--- src/oled_pkg.sv ---
package oled_pkg;

    ////////////////////////////////////////////////////////////////////////////
    // Link and geometry types.
    ////////////////////////////////////////////////////////////////////////////

    typedef logic [7:0] oled_byte_t;      // One byte on the SPI link.
    typedef logic [2:0] oled_page_t;      // Page 0..7.
    typedef logic [6:0] oled_col_t;       // Column 0..127.
    typedef logic [9:0] oled_pix_addr_t;  // {page, column} into frame memory.
    typedef logic       oled_dc_t;        // D/C pin level.

    // D/C pin. Low selects the command register.
    localparam oled_dc_t DC_CMD  = 1'b0;
    localparam oled_dc_t DC_DATA = 1'b1;

    // Panel geometry, 128x64 in pages of 8 rows.
    localparam int NUM_PAGES = 8;
    localparam int NUM_COLS  = 128;

    // Commands actually sent. ROM entry INIT_LEN is the end marker.
    localparam int INIT_LEN = 28;

    ////////////////////////////////////////////////////////////////////////////
    // State machines.
    ////////////////////////////////////////////////////////////////////////////

    typedef enum logic [1:0] {
        INIT_FETCH,     // Index on ROM address.
        INIT_WAIT_ROM,  // ROM data lands.
        INIT_REQUEST,   // Byte held at arbiter.
        INIT_FINISHED   // Parked until reset.
    } init_state_t;

    typedef enum logic [2:0] {
        PW_IDLE,
        PW_CMD_PAGE,    // B0 + page.
        PW_CMD_COL_LO,  // Low column nibble 0.
        PW_CMD_COL_HI,  // High column nibble 0.
        PW_FETCH,       // Frame memory read strobe.
        PW_WAIT_MEM,    // Read data returns.
        PW_SEND_DATA,   // Pixel byte held at arbiter.
        PW_NEXT_PAGE
    } pw_state_t;

    typedef enum logic [1:0] {
        TX_IDLE,
        TX_SELECT,      // cs_n low, first bit set up.
        TX_SHIFT,       // Eight sclk periods.
        TX_RELEASE      // Done pulse, cs_n high.
    } tx_state_t;

endpackage

--- src/oled_init_rom.sv ---
`timescale 1ns/1ps

module oled_init_rom (
    input  logic                clk,
    input  logic                rst_n,
    input  oled_pkg::oled_byte_t index,
    output oled_pkg::oled_byte_t data,
    output oled_pkg::oled_dc_t   dc
);

    oled_pkg::oled_byte_t rom_word;
    logic                 in_range;

    assign in_range = (index <= oled_pkg::oled_byte_t'(oled_pkg::INIT_LEN));

    // SSD1306 power-on list.
    always_comb begin
        case (index)
            8'd0:    rom_word = 8'hAE;  // Display off.
            8'd1:    rom_word = 8'h00;  // Low column address.
            8'd2:    rom_word = 8'h10;  // High column address.
            8'd3:    rom_word = 8'h40;  // Start line 0.
            8'd4:    rom_word = 8'h81;  // Contrast control.
            8'd5:    rom_word = 8'hCF;  // Contrast value.
            8'd6:    rom_word = 8'hA1;  // Segment remap.
            8'd7:    rom_word = 8'hC8;  // COM scan reversed.
            8'd8:    rom_word = 8'hA6;  // Normal display.
            8'd9:    rom_word = 8'hA8;  // Multiplex ratio.
            8'd10:   rom_word = 8'h3F;  // 1/64 duty.
            8'd11:   rom_word = 8'hD3;  // Display offset.
            8'd12:   rom_word = 8'h00;  // No offset.
            8'd13:   rom_word = 8'hD5;  // Clock divide / oscillator.
            8'd14:   rom_word = 8'h80;
            8'd15:   rom_word = 8'hD9;  // Pre-charge period.
            8'd16:   rom_word = 8'hF1;  // 15 clocks precharge, 1 discharge.
            8'd17:   rom_word = 8'hDA;  // COM pin config.
            8'd18:   rom_word = 8'h12;
            8'd19:   rom_word = 8'hDB;  // VCOMH level.
            8'd20:   rom_word = 8'h40;
            8'd21:   rom_word = 8'h20;  // Addressing mode.
            8'd22:   rom_word = 8'h02;  // Page mode.
            8'd23:   rom_word = 8'h8D;  // Charge pump.
            8'd24:   rom_word = 8'h14;  // Pump on.
            8'd25:   rom_word = 8'hA4;  // Follow RAM content.
            8'd26:   rom_word = 8'hA6;  // Not inverted.
            8'd27:   rom_word = 8'hAF;  // Display on.
            // End marker, never sent.
            default: rom_word = 8'hAF;
        endcase
    end

    ////////////////////////////////////////////////////////////////////////////
    // One cycle of read latency.
    ////////////////////////////////////////////////////////////////////////////

    always_ff @(posedge clk or negedge rst_n) begin
        if (!rst_n) begin
            data <= '0;
            dc   <= oled_pkg::DC_CMD;
        end else if (in_range) begin
            data <= rom_word;
            dc   <= oled_pkg::DC_CMD;  // Whole list is commands.
        end
        // Out of range holds the last word.
    end

endmodule

--- src/oled_init_seq.sv ---
`timescale 1ns/1ps

module oled_init_seq (
    input  logic                 clk,
    input  logic                 rst_n,
    output oled_pkg::oled_byte_t rom_index,
    input  oled_pkg::oled_byte_t rom_byte,
    input  oled_pkg::oled_dc_t   rom_dc,
    output logic                 req,
    output oled_pkg::oled_byte_t byte_out,
    output oled_pkg::oled_dc_t   dc_out,
    input  logic                 done_pulse,
    output logic                 init_done
);

    oled_pkg::init_state_t state;

    // Index of the last real command.
    localparam oled_pkg::oled_byte_t LAST_IDX = oled_pkg::oled_byte_t'(oled_pkg::INIT_LEN - 1);

    always_ff @(posedge clk or negedge rst_n) begin
        if (!rst_n) begin
            state     <= oled_pkg::INIT_FETCH;
            rom_index <= '0;
            req       <= 1'b0;
            byte_out  <= '0;
            dc_out    <= oled_pkg::DC_CMD;
            init_done <= 1'b0;
        end else begin
            case (state)
                oled_pkg::INIT_FETCH: begin
                    state <= oled_pkg::INIT_WAIT_ROM;  // ROM samples index now.
                end
                oled_pkg::INIT_WAIT_ROM: begin
                    byte_out <= rom_byte;
                    dc_out   <= rom_dc;
                    req      <= 1'b1;
                    state    <= oled_pkg::INIT_REQUEST;
                end
                oled_pkg::INIT_REQUEST: begin
                    if (done_pulse) begin
                        req <= 1'b0;
                        if (rom_index == LAST_IDX) begin
                            init_done <= 1'b1;  // Marker entry is skipped.
                            state     <= oled_pkg::INIT_FINISHED;
                        end else begin
                            rom_index <= rom_index + 8'd1;
                            state     <= oled_pkg::INIT_FETCH;
                        end
                    end
                end
                default: begin
                    state <= oled_pkg::INIT_FINISHED;  // Stays here until reset.
                end
            endcase
        end
    end

endmodule

--- src/oled_page_writer.sv ---
`timescale 1ns/1ps

module oled_page_writer (
    input  logic                     clk,
    input  logic                     rst_n,
    input  logic                     init_done,
    input  logic                     frame_start,
    output logic                     frame_busy,
    output oled_pkg::oled_pix_addr_t pix_addr,
    output logic                     pix_rd,
    input  oled_pkg::oled_byte_t     pix_data,
    output logic                     req,
    output oled_pkg::oled_byte_t     byte_out,
    output oled_pkg::oled_dc_t       dc_out,
    input  logic                     done_pulse
);

    localparam oled_pkg::oled_byte_t CMD_PAGE_BASE = 8'hB0;
    localparam oled_pkg::oled_byte_t CMD_COL_LO    = 8'h00;
    localparam oled_pkg::oled_byte_t CMD_COL_HI    = 8'h10;
    localparam oled_pkg::oled_page_t LAST_PAGE = oled_pkg::oled_page_t'(oled_pkg::NUM_PAGES - 1);
    localparam oled_pkg::oled_col_t  LAST_COL  = oled_pkg::oled_col_t'(oled_pkg::NUM_COLS - 1);

    oled_pkg::pw_state_t  state;
    oled_pkg::oled_page_t page;
    oled_pkg::oled_col_t  col;

    // Memory sees the read strobe in FETCH, data valid in WAIT_MEM.
    assign pix_rd   = (state == oled_pkg::PW_FETCH);
    assign pix_addr = {page, col};

    always_ff @(posedge clk or negedge rst_n) begin
        if (!rst_n) begin
            state      <= oled_pkg::PW_IDLE;
            page       <= '0;
            col        <= '0;
            frame_busy <= 1'b0;
            req        <= 1'b0;
            byte_out   <= '0;
            dc_out     <= oled_pkg::DC_CMD;
        end else begin
            case (state)
                oled_pkg::PW_IDLE: begin
                    // Early or overlapping starts fall through.
                    if (frame_start && init_done && !frame_busy) begin
                        frame_busy <= 1'b1;
                        page       <= '0;
                        byte_out   <= CMD_PAGE_BASE;
                        dc_out     <= oled_pkg::DC_CMD;
                        req        <= 1'b1;
                        state      <= oled_pkg::PW_CMD_PAGE;
                    end
                end
                oled_pkg::PW_CMD_PAGE: if (done_pulse) begin
                    byte_out <= CMD_COL_LO;  // Request stays up, new byte.
                    state    <= oled_pkg::PW_CMD_COL_LO;
                end
                oled_pkg::PW_CMD_COL_LO: if (done_pulse) begin
                    byte_out <= CMD_COL_HI;
                    state    <= oled_pkg::PW_CMD_COL_HI;
                end
                oled_pkg::PW_CMD_COL_HI: if (done_pulse) begin
                    req   <= 1'b0;
                    col   <= '0;
                    state <= oled_pkg::PW_FETCH;
                end
                oled_pkg::PW_FETCH: begin
                    state <= oled_pkg::PW_WAIT_MEM;
                end
                oled_pkg::PW_WAIT_MEM: begin
                    byte_out <= pix_data;
                    dc_out   <= oled_pkg::DC_DATA;
                    req      <= 1'b1;
                    state    <= oled_pkg::PW_SEND_DATA;
                end
                oled_pkg::PW_SEND_DATA: if (done_pulse) begin
                    req <= 1'b0;  // Next read waits for this accept.
                    if (col != LAST_COL) begin
                        col   <= col + 7'd1;
                        state <= oled_pkg::PW_FETCH;
                    end else if (page == LAST_PAGE) begin
                        frame_busy <= 1'b0;  // Frame complete.
                        state      <= oled_pkg::PW_IDLE;
                    end else begin
                        state <= oled_pkg::PW_NEXT_PAGE;
                    end
                end
                default: begin  // Next page.
                    page     <= page + 3'd1;
                    byte_out <= CMD_PAGE_BASE | oled_pkg::oled_byte_t'(page + 3'd1);
                    dc_out   <= oled_pkg::DC_CMD;
                    req      <= 1'b1;
                    state    <= oled_pkg::PW_CMD_PAGE;
                end
            endcase
        end
    end

endmodule

--- src/oled_spi_arbiter.sv ---
`timescale 1ns/1ps

module oled_spi_arbiter (
    input  logic                 clk,
    input  logic                 rst_n,
    input  logic                 init_req,
    input  oled_pkg::oled_byte_t init_byte,
    input  oled_pkg::oled_dc_t   init_dc,
    output logic                 init_done_pulse,
    input  logic                 pw_req,
    input  oled_pkg::oled_byte_t pw_byte,
    input  oled_pkg::oled_dc_t   pw_dc,
    output logic                 pw_done_pulse,
    output logic                 tx_start,
    output oled_pkg::oled_byte_t tx_byte,
    output oled_pkg::oled_dc_t   tx_dc,
    input  logic                 tx_done
);

    logic busy;      // Byte in flight.
    logic owner_pw;  // Low when init owns the link.
    logic grant;

    // Init sequencer always wins.
    assign grant = !busy && (init_req || pw_req);

    always_ff @(posedge clk or negedge rst_n) begin
        if (!rst_n) begin
            busy     <= 1'b0;
            owner_pw <= 1'b0;
            tx_start <= 1'b0;
        end else begin
            tx_start <= 1'b0;
            if (grant) begin
                busy     <= 1'b1;  // Held through tx_done.
                owner_pw <= !init_req;
                tx_start <= 1'b1;
            end else if (tx_done) begin
                busy <= 1'b0;
            end
        end
    end

    // Winner's byte, captured with the grant.
    always_ff @(posedge clk) begin
        if (grant) begin
            tx_byte <= init_req ? init_byte : pw_byte;
            tx_dc   <= init_req ? init_dc : pw_dc;
        end
    end

    // Done goes back to the owner only.
    assign init_done_pulse = tx_done && !owner_pw;
    assign pw_done_pulse   = tx_done && owner_pw;

endmodule

--- src/oled_spi_tx.sv ---
`timescale 1ns/1ps

module oled_spi_tx #(
    parameter int CLK_DIV = 4  // sclk half-period in clk cycles.
) (
    input  logic                 clk,
    input  logic                 rst_n,
    input  logic                 start,
    input  oled_pkg::oled_byte_t byte_in,
    input  oled_pkg::oled_dc_t   dc_in,
    output logic                 done,
    output logic                 sclk,
    output logic                 mosi,
    output oled_pkg::oled_dc_t   dc,
    output logic                 cs_n
);

    localparam int DIV_W = $clog2(CLK_DIV + 1);

    oled_pkg::tx_state_t  state;
    logic [DIV_W-1:0]     div_cnt;
    logic [2:0]           bit_cnt;
    oled_pkg::oled_byte_t shift_reg;

    ////////////////////////////////////////////////////////////////////////////
    // Mode 0, MSB first. start to done is 16*CLK_DIV+2 cycles.
    ////////////////////////////////////////////////////////////////////////////

    always_ff @(posedge clk or negedge rst_n) begin
        if (!rst_n) begin
            state     <= oled_pkg::TX_IDLE;
            div_cnt   <= '0;
            bit_cnt   <= '0;
            shift_reg <= '0;
            done      <= 1'b0;
            sclk      <= 1'b0;
            mosi      <= 1'b0;
            dc        <= oled_pkg::DC_CMD;
            cs_n      <= 1'b1;
        end else begin
            case (state)
                oled_pkg::TX_IDLE: if (start) begin
                    shift_reg <= byte_in;
                    dc        <= dc_in;  // Stable while selected.
                    cs_n      <= 1'b0;
                    state     <= oled_pkg::TX_SELECT;
                end
                oled_pkg::TX_SELECT: begin
                    mosi    <= shift_reg[7];  // First bit, sclk low.
                    div_cnt <= '0;
                    bit_cnt <= '0;
                    state   <= oled_pkg::TX_SHIFT;
                end
                oled_pkg::TX_SHIFT: begin
                    if (div_cnt == DIV_W'(CLK_DIV - 1)) begin
                        div_cnt <= '0;
                        if (!sclk) begin
                            sclk <= 1'b1;  // Panel samples here.
                        end else begin
                            sclk <= 1'b0;
                            if (bit_cnt == 3'd7) begin
                                cs_n  <= 1'b1;
                                done  <= 1'b1;
                                state <= oled_pkg::TX_RELEASE;
                            end else begin
                                bit_cnt   <= bit_cnt + 3'd1;
                                mosi      <= shift_reg[6];
                                shift_reg <= {shift_reg[6:0], 1'b0};
                            end
                        end
                    end else begin
                        div_cnt <= div_cnt + 1'b1;
                    end
                end
                default: begin  // Release.
                    done  <= 1'b0;
                    mosi  <= 1'b0;
                    state <= oled_pkg::TX_IDLE;
                end
            endcase
        end
    end

endmodule

--- src/oled_top.sv ---
`timescale 1ns/1ps

module oled_top #(
    parameter int CLK_DIV = 4
) (
    input  logic                     clk,
    input  logic                     rst_n,
    input  logic                     frame_start,
    output logic                     frame_busy,
    output logic                     init_done,
    output oled_pkg::oled_pix_addr_t pix_addr,
    output logic                     pix_rd,
    input  oled_pkg::oled_byte_t     pix_data,
    output logic                     sclk,
    output logic                     mosi,
    output oled_pkg::oled_dc_t       dc,
    output logic                     cs_n
);

    // ROM side.
    oled_pkg::oled_byte_t rom_index;
    oled_pkg::oled_byte_t rom_byte;
    oled_pkg::oled_dc_t   rom_dc;

    // Requesters into the arbiter.
    logic                 init_req;
    oled_pkg::oled_byte_t init_byte;
    oled_pkg::oled_dc_t   init_dc;
    logic                 init_done_pulse;
    logic                 pw_req;
    oled_pkg::oled_byte_t pw_byte;
    oled_pkg::oled_dc_t   pw_dc;
    logic                 pw_done_pulse;

    // Arbiter to transmitter.
    logic                 tx_start;
    oled_pkg::oled_byte_t tx_byte;
    oled_pkg::oled_dc_t   tx_dc;
    logic                 tx_done;

    oled_init_rom u_rom (
        .clk   (clk),
        .rst_n (rst_n),
        .index (rom_index),
        .data  (rom_byte),
        .dc    (rom_dc)
    );

    oled_init_seq u_init_seq (
        .clk        (clk),
        .rst_n      (rst_n),
        .rom_index  (rom_index),
        .rom_byte   (rom_byte),
        .rom_dc     (rom_dc),
        .req        (init_req),
        .byte_out   (init_byte),
        .dc_out     (init_dc),
        .done_pulse (init_done_pulse),
        .init_done  (init_done)
    );

    oled_page_writer u_page_writer (
        .clk         (clk),
        .rst_n       (rst_n),
        .init_done   (init_done),
        .frame_start (frame_start),
        .frame_busy  (frame_busy),
        .pix_addr    (pix_addr),
        .pix_rd      (pix_rd),
        .pix_data    (pix_data),
        .req         (pw_req),
        .byte_out    (pw_byte),
        .dc_out      (pw_dc),
        .done_pulse  (pw_done_pulse)
    );

    oled_spi_arbiter u_arbiter (
        .clk             (clk),
        .rst_n           (rst_n),
        .init_req        (init_req),
        .init_byte       (init_byte),
        .init_dc         (init_dc),
        .init_done_pulse (init_done_pulse),
        .pw_req          (pw_req),
        .pw_byte         (pw_byte),
        .pw_dc           (pw_dc),
        .pw_done_pulse   (pw_done_pulse),
        .tx_start        (tx_start),
        .tx_byte         (tx_byte),
        .tx_dc           (tx_dc),
        .tx_done         (tx_done)
    );

    oled_spi_tx #(
        .CLK_DIV (CLK_DIV)
    ) u_spi_tx (
        .clk     (clk),
        .rst_n   (rst_n),
        .start   (tx_start),
        .byte_in (tx_byte),
        .dc_in   (tx_dc),
        .done    (tx_done),
        .sclk    (sclk),
        .mosi    (mosi),
        .dc      (dc),
        .cs_n    (cs_n)
    );

endmodule

--- config.mk ---
export PLATFORM = sky130hd
export DESIGN_NAME = oled_top
export DESIGN_NICKNAME = d
export VERILOG_FILES = /design/src/oled_pkg.sv /design/src/oled_init_rom.sv /design/src/oled_init_seq.sv /design/src/oled_page_writer.sv /design/src/oled_spi_arbiter.sv /design/src/oled_spi_tx.sv /design/src/oled_top.sv
export SDC_FILE = /design/constraint.sdc
export NUM_CORES = 1
export LEC_CHECK = 0
export ABC_AREA = 1
export BUFFER_PORTS_ARGS = -buffer_cell sky130_fd_sc_hd__buf_2
export CORE_MARGIN = 2
export CORE_UTILIZATION = 55
export CTS_CLUSTER_SIZE = 12
export DETAILED_ROUTE_END_ITERATION = 10
export MAX_ROUTING_LAYER = met4
export PLACE_DENSITY_LB_ADDON = 0.3
export SYNTH_ARGS = -nofsm -noshare
export SYNTH_HDL_FRONTEND = slang
export SYNTH_SLANG_ARGS = --single-unit
--- constraint.sdc ---
create_clock -name clk -period 2.9 [get_ports clk]
set_clock_uncertainty 0.15 [all_clocks]
set_input_delay 0.29 -clock clk [delete_from_list [all_inputs] [get_ports clk]]
set_output_delay 0.29 -clock clk [all_outputs]
set_load 0.05 [all_outputs]
==> flow_metrics.py, run 1 <==
metrics = {
    "status": {
        "status": "finished clean",
    },
    "cells_and_area": {
        "area_growth_pct": 8.29,
        "final_common_cell": "nand2_1",
        "nFillCells": 757,
        "multi_input_area_um2": 2180,
        "drive_gt1_share_pct": 13.5,
        "regArea_um2": 2170,
        "fin_cells": 718,
        "diodes": 0,
        "nets": 639,
        "final_cell_mix": "nand2_1, dfrtp_1, inv_1, nor2_1, nand3_1",
    },
    "cts": {
        "cts_tree": "done",
        "cts.sinks": 85,
        "h-tree-depth": 3,
        "cts_setup_buffers": 0,
        "clk_path_buf_depth": 2,
        "numCtsBuffers": 9,
        "clk_pin_slew_ns": 0.08,
        "insertion_delay_ns": 0.36,
        "root_buffer": "clkbuf_8",
    },
    "die": {
        "ioPinCount": 28,
        "die_w_um": 96.3,
        "die_y_um": 96.3,
        "num_rows": 33,
        "initial_core_util_pct": 57.0,
        "core_area_um2": 8220,
        "die-area_um2": 9260,
    },
    "detailed_routing": {
        "postRouteAntennaNets": 0,
        "finalWirelength_mm": 9.52,
        "wl_per_cell_um": 13.3,
        "drcViolationCount": 0,
        "vias_per_cell": 5.15,
        "vias": 3701,
        "drt_pre_antenna_iters": 4,
        "drt_iter0_drc": 172,
    },
    "timing": {
        "slew_violations": 0,
        "hold_viol": 0,
        "worst_pin_slew_ns": 0.950,
        "slew_headroom_pct": 36.6,
        "rsz0062_at_grt": "no",
        "max_freq_mhz": 487,
        "finalCriticalPeriod_ns": 2.05,
        "fin_setup_tns_ns": 0,
        "finalSetupViolCount": 0,
        "timing.hold.ws_ns": 0.0953,
        "period_share_pct": 70.8,
        "setup_ws_ns": 0.847,
    },
    "worst_setup_path": {
        "path_class": "reg2out",
        "worstPathMaxFanout": 11,
        "cp.arrival_ns": 1.61,
        "worst_ep_required_time_ns": 2.46,
        "start_kind": "flop",
        "endpoint_kind": "primary output",
    },
    "global_route": {
        "grt_pass1_wl_mm": 16.3,
        "grt_max_degree": 77,
        "grt-ovfl-total": 0,
        "grt_antenna_before_repair": 0,
        "grt_pass1_vias": 3562,
        "grt.total_usage_pct": 23.3,
    },
    "placement": {
        "dp_slack_ns": 1.03,
        "portBuffers": 27,
        "placed_cells": 700,
        "place_hpwl_mm": 7.04,
        "place_congestion": 0.931,
    },
    "synthesis": {
        "synth_cells": 581,
        "syn_area_per_cell_um2": 8.06,
        "ys_seq_area_share_pct": 46.4,
        "synth_cell_types": 39,
        "yosys_warnings": 0,
        "synth_seq_cells": 85,
        "synth_area_um2": 4680,
        "syn-num-nets": 612,
    },
    "pwr": {
        "leakage_uw": 0.00262,
        "power_uw": 2090,
        "vdd_drop_max_mv": 0.225,
        "pwr_density_cell_nw_per_um2": 413,
    },
    "worst_hold_path": {
        "hp-class": "in2reg",
    },
    "flow_run": {
        "drv_cap": 0,
    },
}
-- critical path, cell delays in order, from the launching register on --
cell and delay [ns]:
dfrtp_1 0.53, inv_1 0.21, nand3_1 0.18, inv_1 0.08
buf_2 0.25
-- metal layers --
metal	global-route usage [%]	vias to the layer above	wire length (um)
met2	37.8	59	4600
met5	-	-	0
li1	-	1929	-
met1	29.7	1701	4490
met4	6.19	0	125
met3	5.01	12	300
-- power breakdown --
| part | internal [uW] | total (uW) | switching [uW] | leakage [uW] |
|---|---|---|---|---|
| clock | 402 | 849 | 446 | 0.000100 |
| combinational | 9.63 | 35.9 | 26.3 | 0.00157 |
| sequential | 1210 | 1210 | 3.70 | 0.000955 |
-- repair_timing --
item	4_1_cts	5_1_grt
hold buffers	2	0
resized for setup	0	0
endpoints found under the setup margin	0	0
endpoints found under the hold margin	76	0
-- through the flow --
step,cell area [um2],util (%)
finish,5070,61.7
global route,5070,61.7
CTS,5070,61.7
detailed placement,4850,59.0
global placement,4850,59.0
floorplan,4680,-
-- kinds of logic (layout without fill, tap and decap cells) --
group	after synthesis	in the layout	share of synthesized area [%]
mux	7	7	1.50
compound gates	78	78	9.81
flops	85	85	46.4
xor+xnor	4	4	0.748
simple gates	315	315	29.2
buf+inv	72	104	6.92
fa+ha+maj	20	20	5.35
-- area by class of cell --
| class | count | area share (%) |
|---|---|---|
| clock inverters | 7 | 1.46 |
| inverters | 58 | 4.30 |
| multi-input cells | 424 | 43.1 |
| well taps | 105 | 2.59 |
| repair buffers | 30 | 3.26 |
| clock buffers | 9 | 2.44 |
| flip-flops and latches | 85 | 42.9 |
-- synthesized netlist by cell type, drive strengths merged --
library cell    n  area (um2)
a21oi          13        80.1
o21bai          1        7.51
a31o            1        8.76
mux2i           7        70.1
nor2           51         239
or2             1        6.26
buf            12        98.8
o22ai           2        12.5
inv            58         218
o211ai          1        7.51
clkbuf          2        7.51
dfstp           1        26.3
nor3            2        10.0
nand2         206         798
o21ai          56         314
nor3b           1        7.51
a22o            1        8.76
dfrtp          75        1880
a22oi           1        7.51
edfxtp          9         270
a31oi           2        12.5
nand3          46         258
ha             20         250
nand4           8        50.1
xor2            4        35.0
-- final timing paths --
kind | cells past startpoint | end | startpoint | slack, ns
setup / recovery | 4 | pix_rd | u_page_writer.state[1] | 0.85
hold / removal | 3 | u_page_writer.byte_out[7] | pix_data[7] | 0.1
setup reg to reg | 6 | u_spi_tx.shift_reg[6] | u_spi_tx.state[0] | 1.01
hold reg to reg | 2 | u_init_seq.byte_out[0] | u_init_seq.byte_out[0] | 0.33
max in group asynchronous | 2 | u_rom.data[0] | rst_n | 1.52
min in group asynchronous | 2 | u_spi_tx.sclk | rst_n | 0.47
No activity file was read; power rests on OpenSTA's default activity.
==> run 2: changes to the inputs <==
==> constraint.sdc (replaced) <==
create_clock -name clk -period 1.9 [get_ports clk]
set_clock_uncertainty 0.15 [all_clocks]
set_input_delay 0.19 -clock clk [delete_from_list [all_inputs] [get_ports clk]]
set_output_delay 0.19 -clock clk [all_outputs]
set_load 0.05 [all_outputs]
==> run 2 against run 1 <==
Effect of this change:
- first-iteration DRC count down 4.1%
- critical endpoint is now u_spi_tx.shift_reg[6]
- non-clock buffer count up 13
- critical path type is now reg2reg
- register-to-register slack got worse by 0.97 ns
- setup slack got worse by 0.80 ns
- worst hold slack got worse by 0.079 ns
- combinational power up 86%
==> flow_metrics.py, run 2 (synthesis results as in run 1) <==
metrics = {
    "cells_and_area": {
        "drive_gt1_share_pct": 15.6,
        "final_core_util_pct": 64.0,
        "fin_cells": 732,
        "nets": 653,
        "area_growth_pct": 12.3,
        "final_area_um2": 5260,
        "final_common_cell": "nand2_1",
        "final_cell_mix": "nand2_1, dfrtp_1, inv_1, nor2_1, nand3_1",
        "diodes": 0,
    },
    "timing": {
        "fin_setup_tns_ns": 0,
        "max_freq_mhz": 539,
        "hold_viol": 0,
        "period_share_pct": 97.6,
        "worst_pin_slew_ns": 0.451,
        "finalSetupViolCount": 0,
        "slew_violations": 0,
        "finalCriticalPeriod_ns": 1.86,
        "slew_headroom_pct": 69.9,
    },
    "global_route": {
        "grt_max_degree": 35,
        "grt_pass1_vias": 3787,
        "grt-ovfl-total": 0,
        "grt_pass1_wl_mm": 16.5,
        "grt.total_usage_pct": 23.7,
        "grt_antenna_before_repair": 0,
    },
    "placement": {
        "portBuffers": 27,
        "placed_cells": 710,
        "placed_area_um2": 4940,
        "place_congestion": 0.938,
        "place_hpwl_mm": 7.20,
    },
    "cts": {
        "root_buffer": "clkbuf_8",
        "cts_tree": "done",
        "h-tree-depth": 3,
        "cts.sinks": 85,
        "numCtsBuffers": 9,
        "cts_setup_buffers": 0,
        "clk_pin_slew_ns": 0.09,
        "clk_path_buf_depth": 2,
        "insertion_delay_ns": 0.36,
    },
    "die": {
        "die-area_um2": 9260,
        "ioPinCount": 28,
        "die_w_um": 96.3,
        "initial_core_util_pct": 57.0,
        "die_y_um": 96.3,
        "num_rows": 33,
        "core_area_um2": 8220,
    },
    "worst_setup_path": {
        "start_kind": "flop",
        "rr_worst_depth": 8,
        "worstPathMaxFanout": 8,
        "cp.arrival_ns": 1.94,
        "endpoint_kind": "flop",
        "path_class": "reg2reg",
        "worst_ep_required_time_ns": 1.99,
    },
    "detailed_routing": {
        "finalWirelength_mm": 9.85,
        "drt_pre_antenna_iters": 5,
        "drt_iter0_drc": 165,
        "drcViolationCount": 0,
        "vias_per_cell": 5.39,
        "postRouteAntennaNets": 0,
        "wl_per_cell_um": 13.5,
        "vias": 3945,
    },
    "status": {
        "status": "finished clean",
    },
    "worst_hold_path": {
        "hp-class": "in2reg",
        "hold_depth": 5,
    },
    "pwr": {
        "leakage_uw": 0.00269,
        "vdd_drop_max_mv": 0.299,
        "pwr_density_cell_nw_per_um2": 628,
    },
    "flow_run": {
        "drv_cap": 0,
    },
}
==> run 2: layout make-up <==
| class | count | area [um2] |
|---|---|---|
| Timing Repair Buffer | 43 | 285 |
| Clock inverter | 4 | 53.8 |
| Clock buffer | 12 | 166 |
| Fill cell | 689 | 2960 |
| Tap cell | 105 | 131 |
| Sequential cell | 85 | 2170 |
| Inverter | 58 | 218 |
| Multi-Input combinational cell | 425 | 2230 |
==> run 2: per-layer routing <==
layer / up-vias / global-route usage [%] / share of wire, %
li1: 1977 / - / -
met1: 1859 / 28.0 / 45
met2: 91 / 40.3 / 50
met3: 18 / 3.99 / 3.5
met4: 0 / 9.40 / 1.4
met5: - / - / 0
==> run 2: power by group <==
group          total [uW]  switching, uW  internal (uW)
logic                66.9           41.4           25.4
registers            1850           7.09           1840
clock network        1390            662            726
total                3300            710           2590
==> run 2: timing repair <==
item | 4_1_cts | 5_1_grt
endpoints found under the setup margin | 1 | 23
pin swaps | 0 | 1
gates cloned | 0 | 1
hold endpoints to repair | 57 | 0
resized for setup | 1 | 8
hold buffers | 5 | 0
==> run 2: path summary, 6_finish.rpt <==
path | start | endpoint | slack, ns
min in group asynchronous | rst_n | u_spi_tx.state[1] | 0.15
max reg2reg | u_spi_tx.state[0] | u_spi_tx.shift_reg[6] | 0.04
min reg2reg | u_init_seq.state[0] | u_init_seq.state[1] | 0.32
max | u_spi_tx.state[0] | u_spi_tx.shift_reg[6] | 0.04
max in group asynchronous | rst_n | u_spi_tx.shift_reg[3] | 0.90
min | pix_data[0] | u_page_writer.byte_out[0] | 0.02
==> run 2: worst max-delay path, cell delays in order, from the launching register on <==
cell and delay (ns):
dfrtp_1 0.45, inv_1 0.13, ha_1 0.28, inv_1 0.09
nor2_1 0.08, a21oi_4 0.19, nand3_2 0.19, nand2_1 0.09
o21ai_0 0.07
==> run 2: per-stage QoR <==
step / power [uW] / setup slack [ns] / hold slack (ns)
floorplan: 1890 / 0.0891 / -0.256
CTS: 3320 / 0.0210 / 0.0208
global route: 3420 / -0.00686 / 0.0598
global placement: 1940 / 0.151 / 0.0165
finish: 3300 / 0.0448 / 0.0166
detailed placement: 1940 / 0.0739 / 0.0167
==> run 3: changes to the inputs <==
--- a/config.mk
+++ b/config.mk
@@ -7,8 +7,10 @@
 export LEC_CHECK = 0
 export ABC_AREA = 1
 export BUFFER_PORTS_ARGS = -buffer_cell sky130_fd_sc_hd__buf_2
+export CELL_PAD_IN_SITES_DETAIL_PLACEMENT = 0
+export CELL_PAD_IN_SITES_GLOBAL_PLACEMENT = 1
 export CORE_MARGIN = 2
-export CORE_UTILIZATION = 55
+export CORE_UTILIZATION = 46
 export CTS_CLUSTER_SIZE = 12
 export DETAILED_ROUTE_END_ITERATION = 10
 export MAX_ROUTING_LAYER = met4
==> run 3 against run 2 <==
Effect of this change:
- combinational power down 5.1%
- worst hold slack improved by 0.010 ns
- power is 3.8% lower
- first-iteration DRC count rose by 23%
- clock power fell by 9%
- critical path depth decreased by 2
- sequential power barely moved
- count of clock-buffer cells in the layout fell by 1
- via count down 4.3%
- die area up 19%
- sequential cell count stayed put
- setup slack gained 0.069 ns
- critical path type unchanged
- critical endpoint is now u_spi_tx.shift_reg[2]
==> flow_metrics.py, run 3 (synthesis results as in run 1) <==
metrics = {
    "cts": {
        "clk_path_buf_depth": 2,
        "cts.sinks": 85,
        "cts_tree": "done",
        "h-tree-depth": 3,
        "clk_pin_slew_ns": 0.09,
        "numCtsBuffers": 9,
        "insertion_delay_ns": 0.35,
        "root_buffer": "clkbuf_8",
    },
    "pwr": {
        "leakage_uw": 0.00269,
        "vdd_drop_max_mv": 0.299,
        "power_uw": 3180,
        "pwr_density_cell_nw_per_um2": 601,
    },
    "worst_setup_path": {
        "endpoint_kind": "flop",
        "worst-path-stages": 6,
        "cp_slowest_stage_delay_ns": 0.41,
        "start_kind": "flop",
        "cp_top_family": "adder cells",
        "slowest_stage": "dfrtp_1",
        "cpMostUsedCell": "ha_1",
        "path_buf_inv": 0,
        "rr_worst_depth": 6,
        "worstPathMaxFanout": 8,
        "worst_ep_required_time_ns": 1.99,
        "r2r_end": "u_spi_tx.shift_reg[2]",
        "cp.arrival_ns": 1.87,
        "crit_chain": "ha_1 > ha_1 > a21oi_2 > nand3_2 > nand2_1 > o21ai_1",
        "path_class": "reg2reg",
        "r2r_start": "u_spi_tx.bit_cnt[0]",
        "reg2reg_slack_ns": 0.11,
    },
    "global_route": {
        "grt_pass1_vias": 3634,
        "grt-ovfl-total": 0,
        "grt.total_usage_pct": 19.3,
        "grt_pass1_wl_mm": 16.9,
        "grt_antenna_before_repair": 0,
        "grt_max_degree": 45,
    },
    "timing": {
        "slew_violations": 0,
        "rsz0062_at_grt": "yes",
        "timing.hold.ws_ns": 0.0269,
        "max_freq_mhz": 560,
        "hold_viol": 0,
        "finalSetupViolCount": 0,
        "slew_headroom_pct": 62.3,
        "worst_pin_slew_ns": 0.565,
        "finalCriticalPeriod_ns": 1.79,
        "fin_setup_tns_ns": 0,
        "period_share_pct": 94.0,
    },
    "cells_and_area": {
        "nets": 656,
        "diodes": 0,
        "area_growth_pct": 12.9,
        "regArea_um2": 2180,
        "nFillCells": 977,
        "final_common_cell": "nand2_1",
        "drive_gt1_share_pct": 16.7,
        "final_cell_mix": "nand2_1, dfrtp_1, inv_1, nor2_1, nand3_1",
        "multi_input_area_um2": 2210,
    },
    "flow_run": {
        "drv_cap": 0,
    },
    "die": {
        "num_rows": 36,
        "core_area_um2": 9820,
        "die_w_um": 105,
        "initial_core_util_pct": 47.7,
        "die-area_um2": 11000,
        "ioPinCount": 28,
        "die_y_um": 105,
    },
    "detailed_routing": {
        "wl_per_cell_um": 12.6,
        "drt_iter0_drc": 203,
        "drt_pre_antenna_iters": 4,
        "vias": 3775,
        "finalWirelength_mm": 9.60,
        "postRouteAntennaNets": 0,
        "drcViolationCount": 0,
        "vias_per_cell": 4.95,
    },
    "worst_hold_path": {
        "hold_depth": 5,
        "hp-class": "in2reg",
        "min_from": "pix_data[0]",
        "hold_path_end": "u_page_writer.byte_out[0]",
    },
    "status": {
        "status": "finished clean",
    },
    "placement": {
        "place_congestion": 0.881,
        "place_hpwl_mm": 7.09,
        "portBuffers": 27,
    },
}
## run 3: cell types whose count changed in the layout (fill, tap and decap cells not counted), moves of 2 or more
cell	before	now
dfrtp_1	74	72
dfrtp_2	1	3
buf_4	11	14
ha_2	0	2
## run 3: how the worst max path moves through the flow
stage,start,slack (ns),to
after CTS,u_page_writer.state[2],0.05,pix_rd
after global routing,u_spi_tx.state[0],-0.03,u_spi_tx.shift_reg[4]
after global placement,u_init_seq.rom_index[0],0.14,u_rom.data[3]
after detailed placement,u_init_seq.rom_index[0],0.09,u_rom.data[7]
after floorplan,u_page_writer.col[0],0.09,u_page_writer.state[0]
final,u_spi_tx.bit_cnt[0],0.11,u_spi_tx.shift_reg[2]
## run 3: power breakdown
group	switching, uW	internal, uW
Sequential	6.02	1840
Combinational	39.5	24.0
Clock	670	598
Total	715	2460
## run 3: layout make-up
| type | count | area share, % |
|---|---|---|
| inverter | 58 | 4.12 |
| clock buffer | 11 | 3.08 |
| multi-input combinational | 425 | 41.9 |
| timing repair buffer | 46 | 5.83 |
| clock inverter | 5 | 0.734 |
| sequential | 85 | 41.2 |
| tap | 133 | 3.15 |
## run 3: what timing repair did
item                                   in CTS  in global routing
gates cloned                                0                  1
gates resized for setup                     1                  9
buffers inserted                            0                  3
endpoints found under the hold margin      45                  0
pin swaps                                   0                  1
hold buffers                                5                  0
setup endpoints to repair                   1                 24
## run 3: per-stage QoR
| step | cells | cell area [um2] | util [%] | worst slack, ns |
|---|---|---|---|---|
| 6_report | 763 | 5280 | 53.8 | 0.113 |
| 5_1_grt | 763 | 5280 | 53.8 | -0.0269 |
| 4_1_cts | 759 | 5230 | 53.2 | 0.0473 |
| 3_5_place_dp | 738 | 4970 | 50.6 | 0.0926 |
| 3_3_place_gp | 738 | 4970 | 50.6 | 0.143 |
| 2_1_floorplan | 581 | 4680 | - | 0.0891 |
## run 3: tightest hold or removal path, stage by stage
cell and delay (ns):
buf_2 0.07, nand2_1 0.04, o21ai_0 0.07, nand3_1 0.07, nand2_1 0.06
## run 3: layer usage
metal  track usage, %  up-vias  share of wire [%]  wire length [um]
met2             30.3       34                 46              4440
li1                 -     1956                  -                 -
met5                -        -                  0                 0
met4             5.62        0               0.99                95
met1             26.2     1775                 50              4850
met3             2.68       10                2.3               218
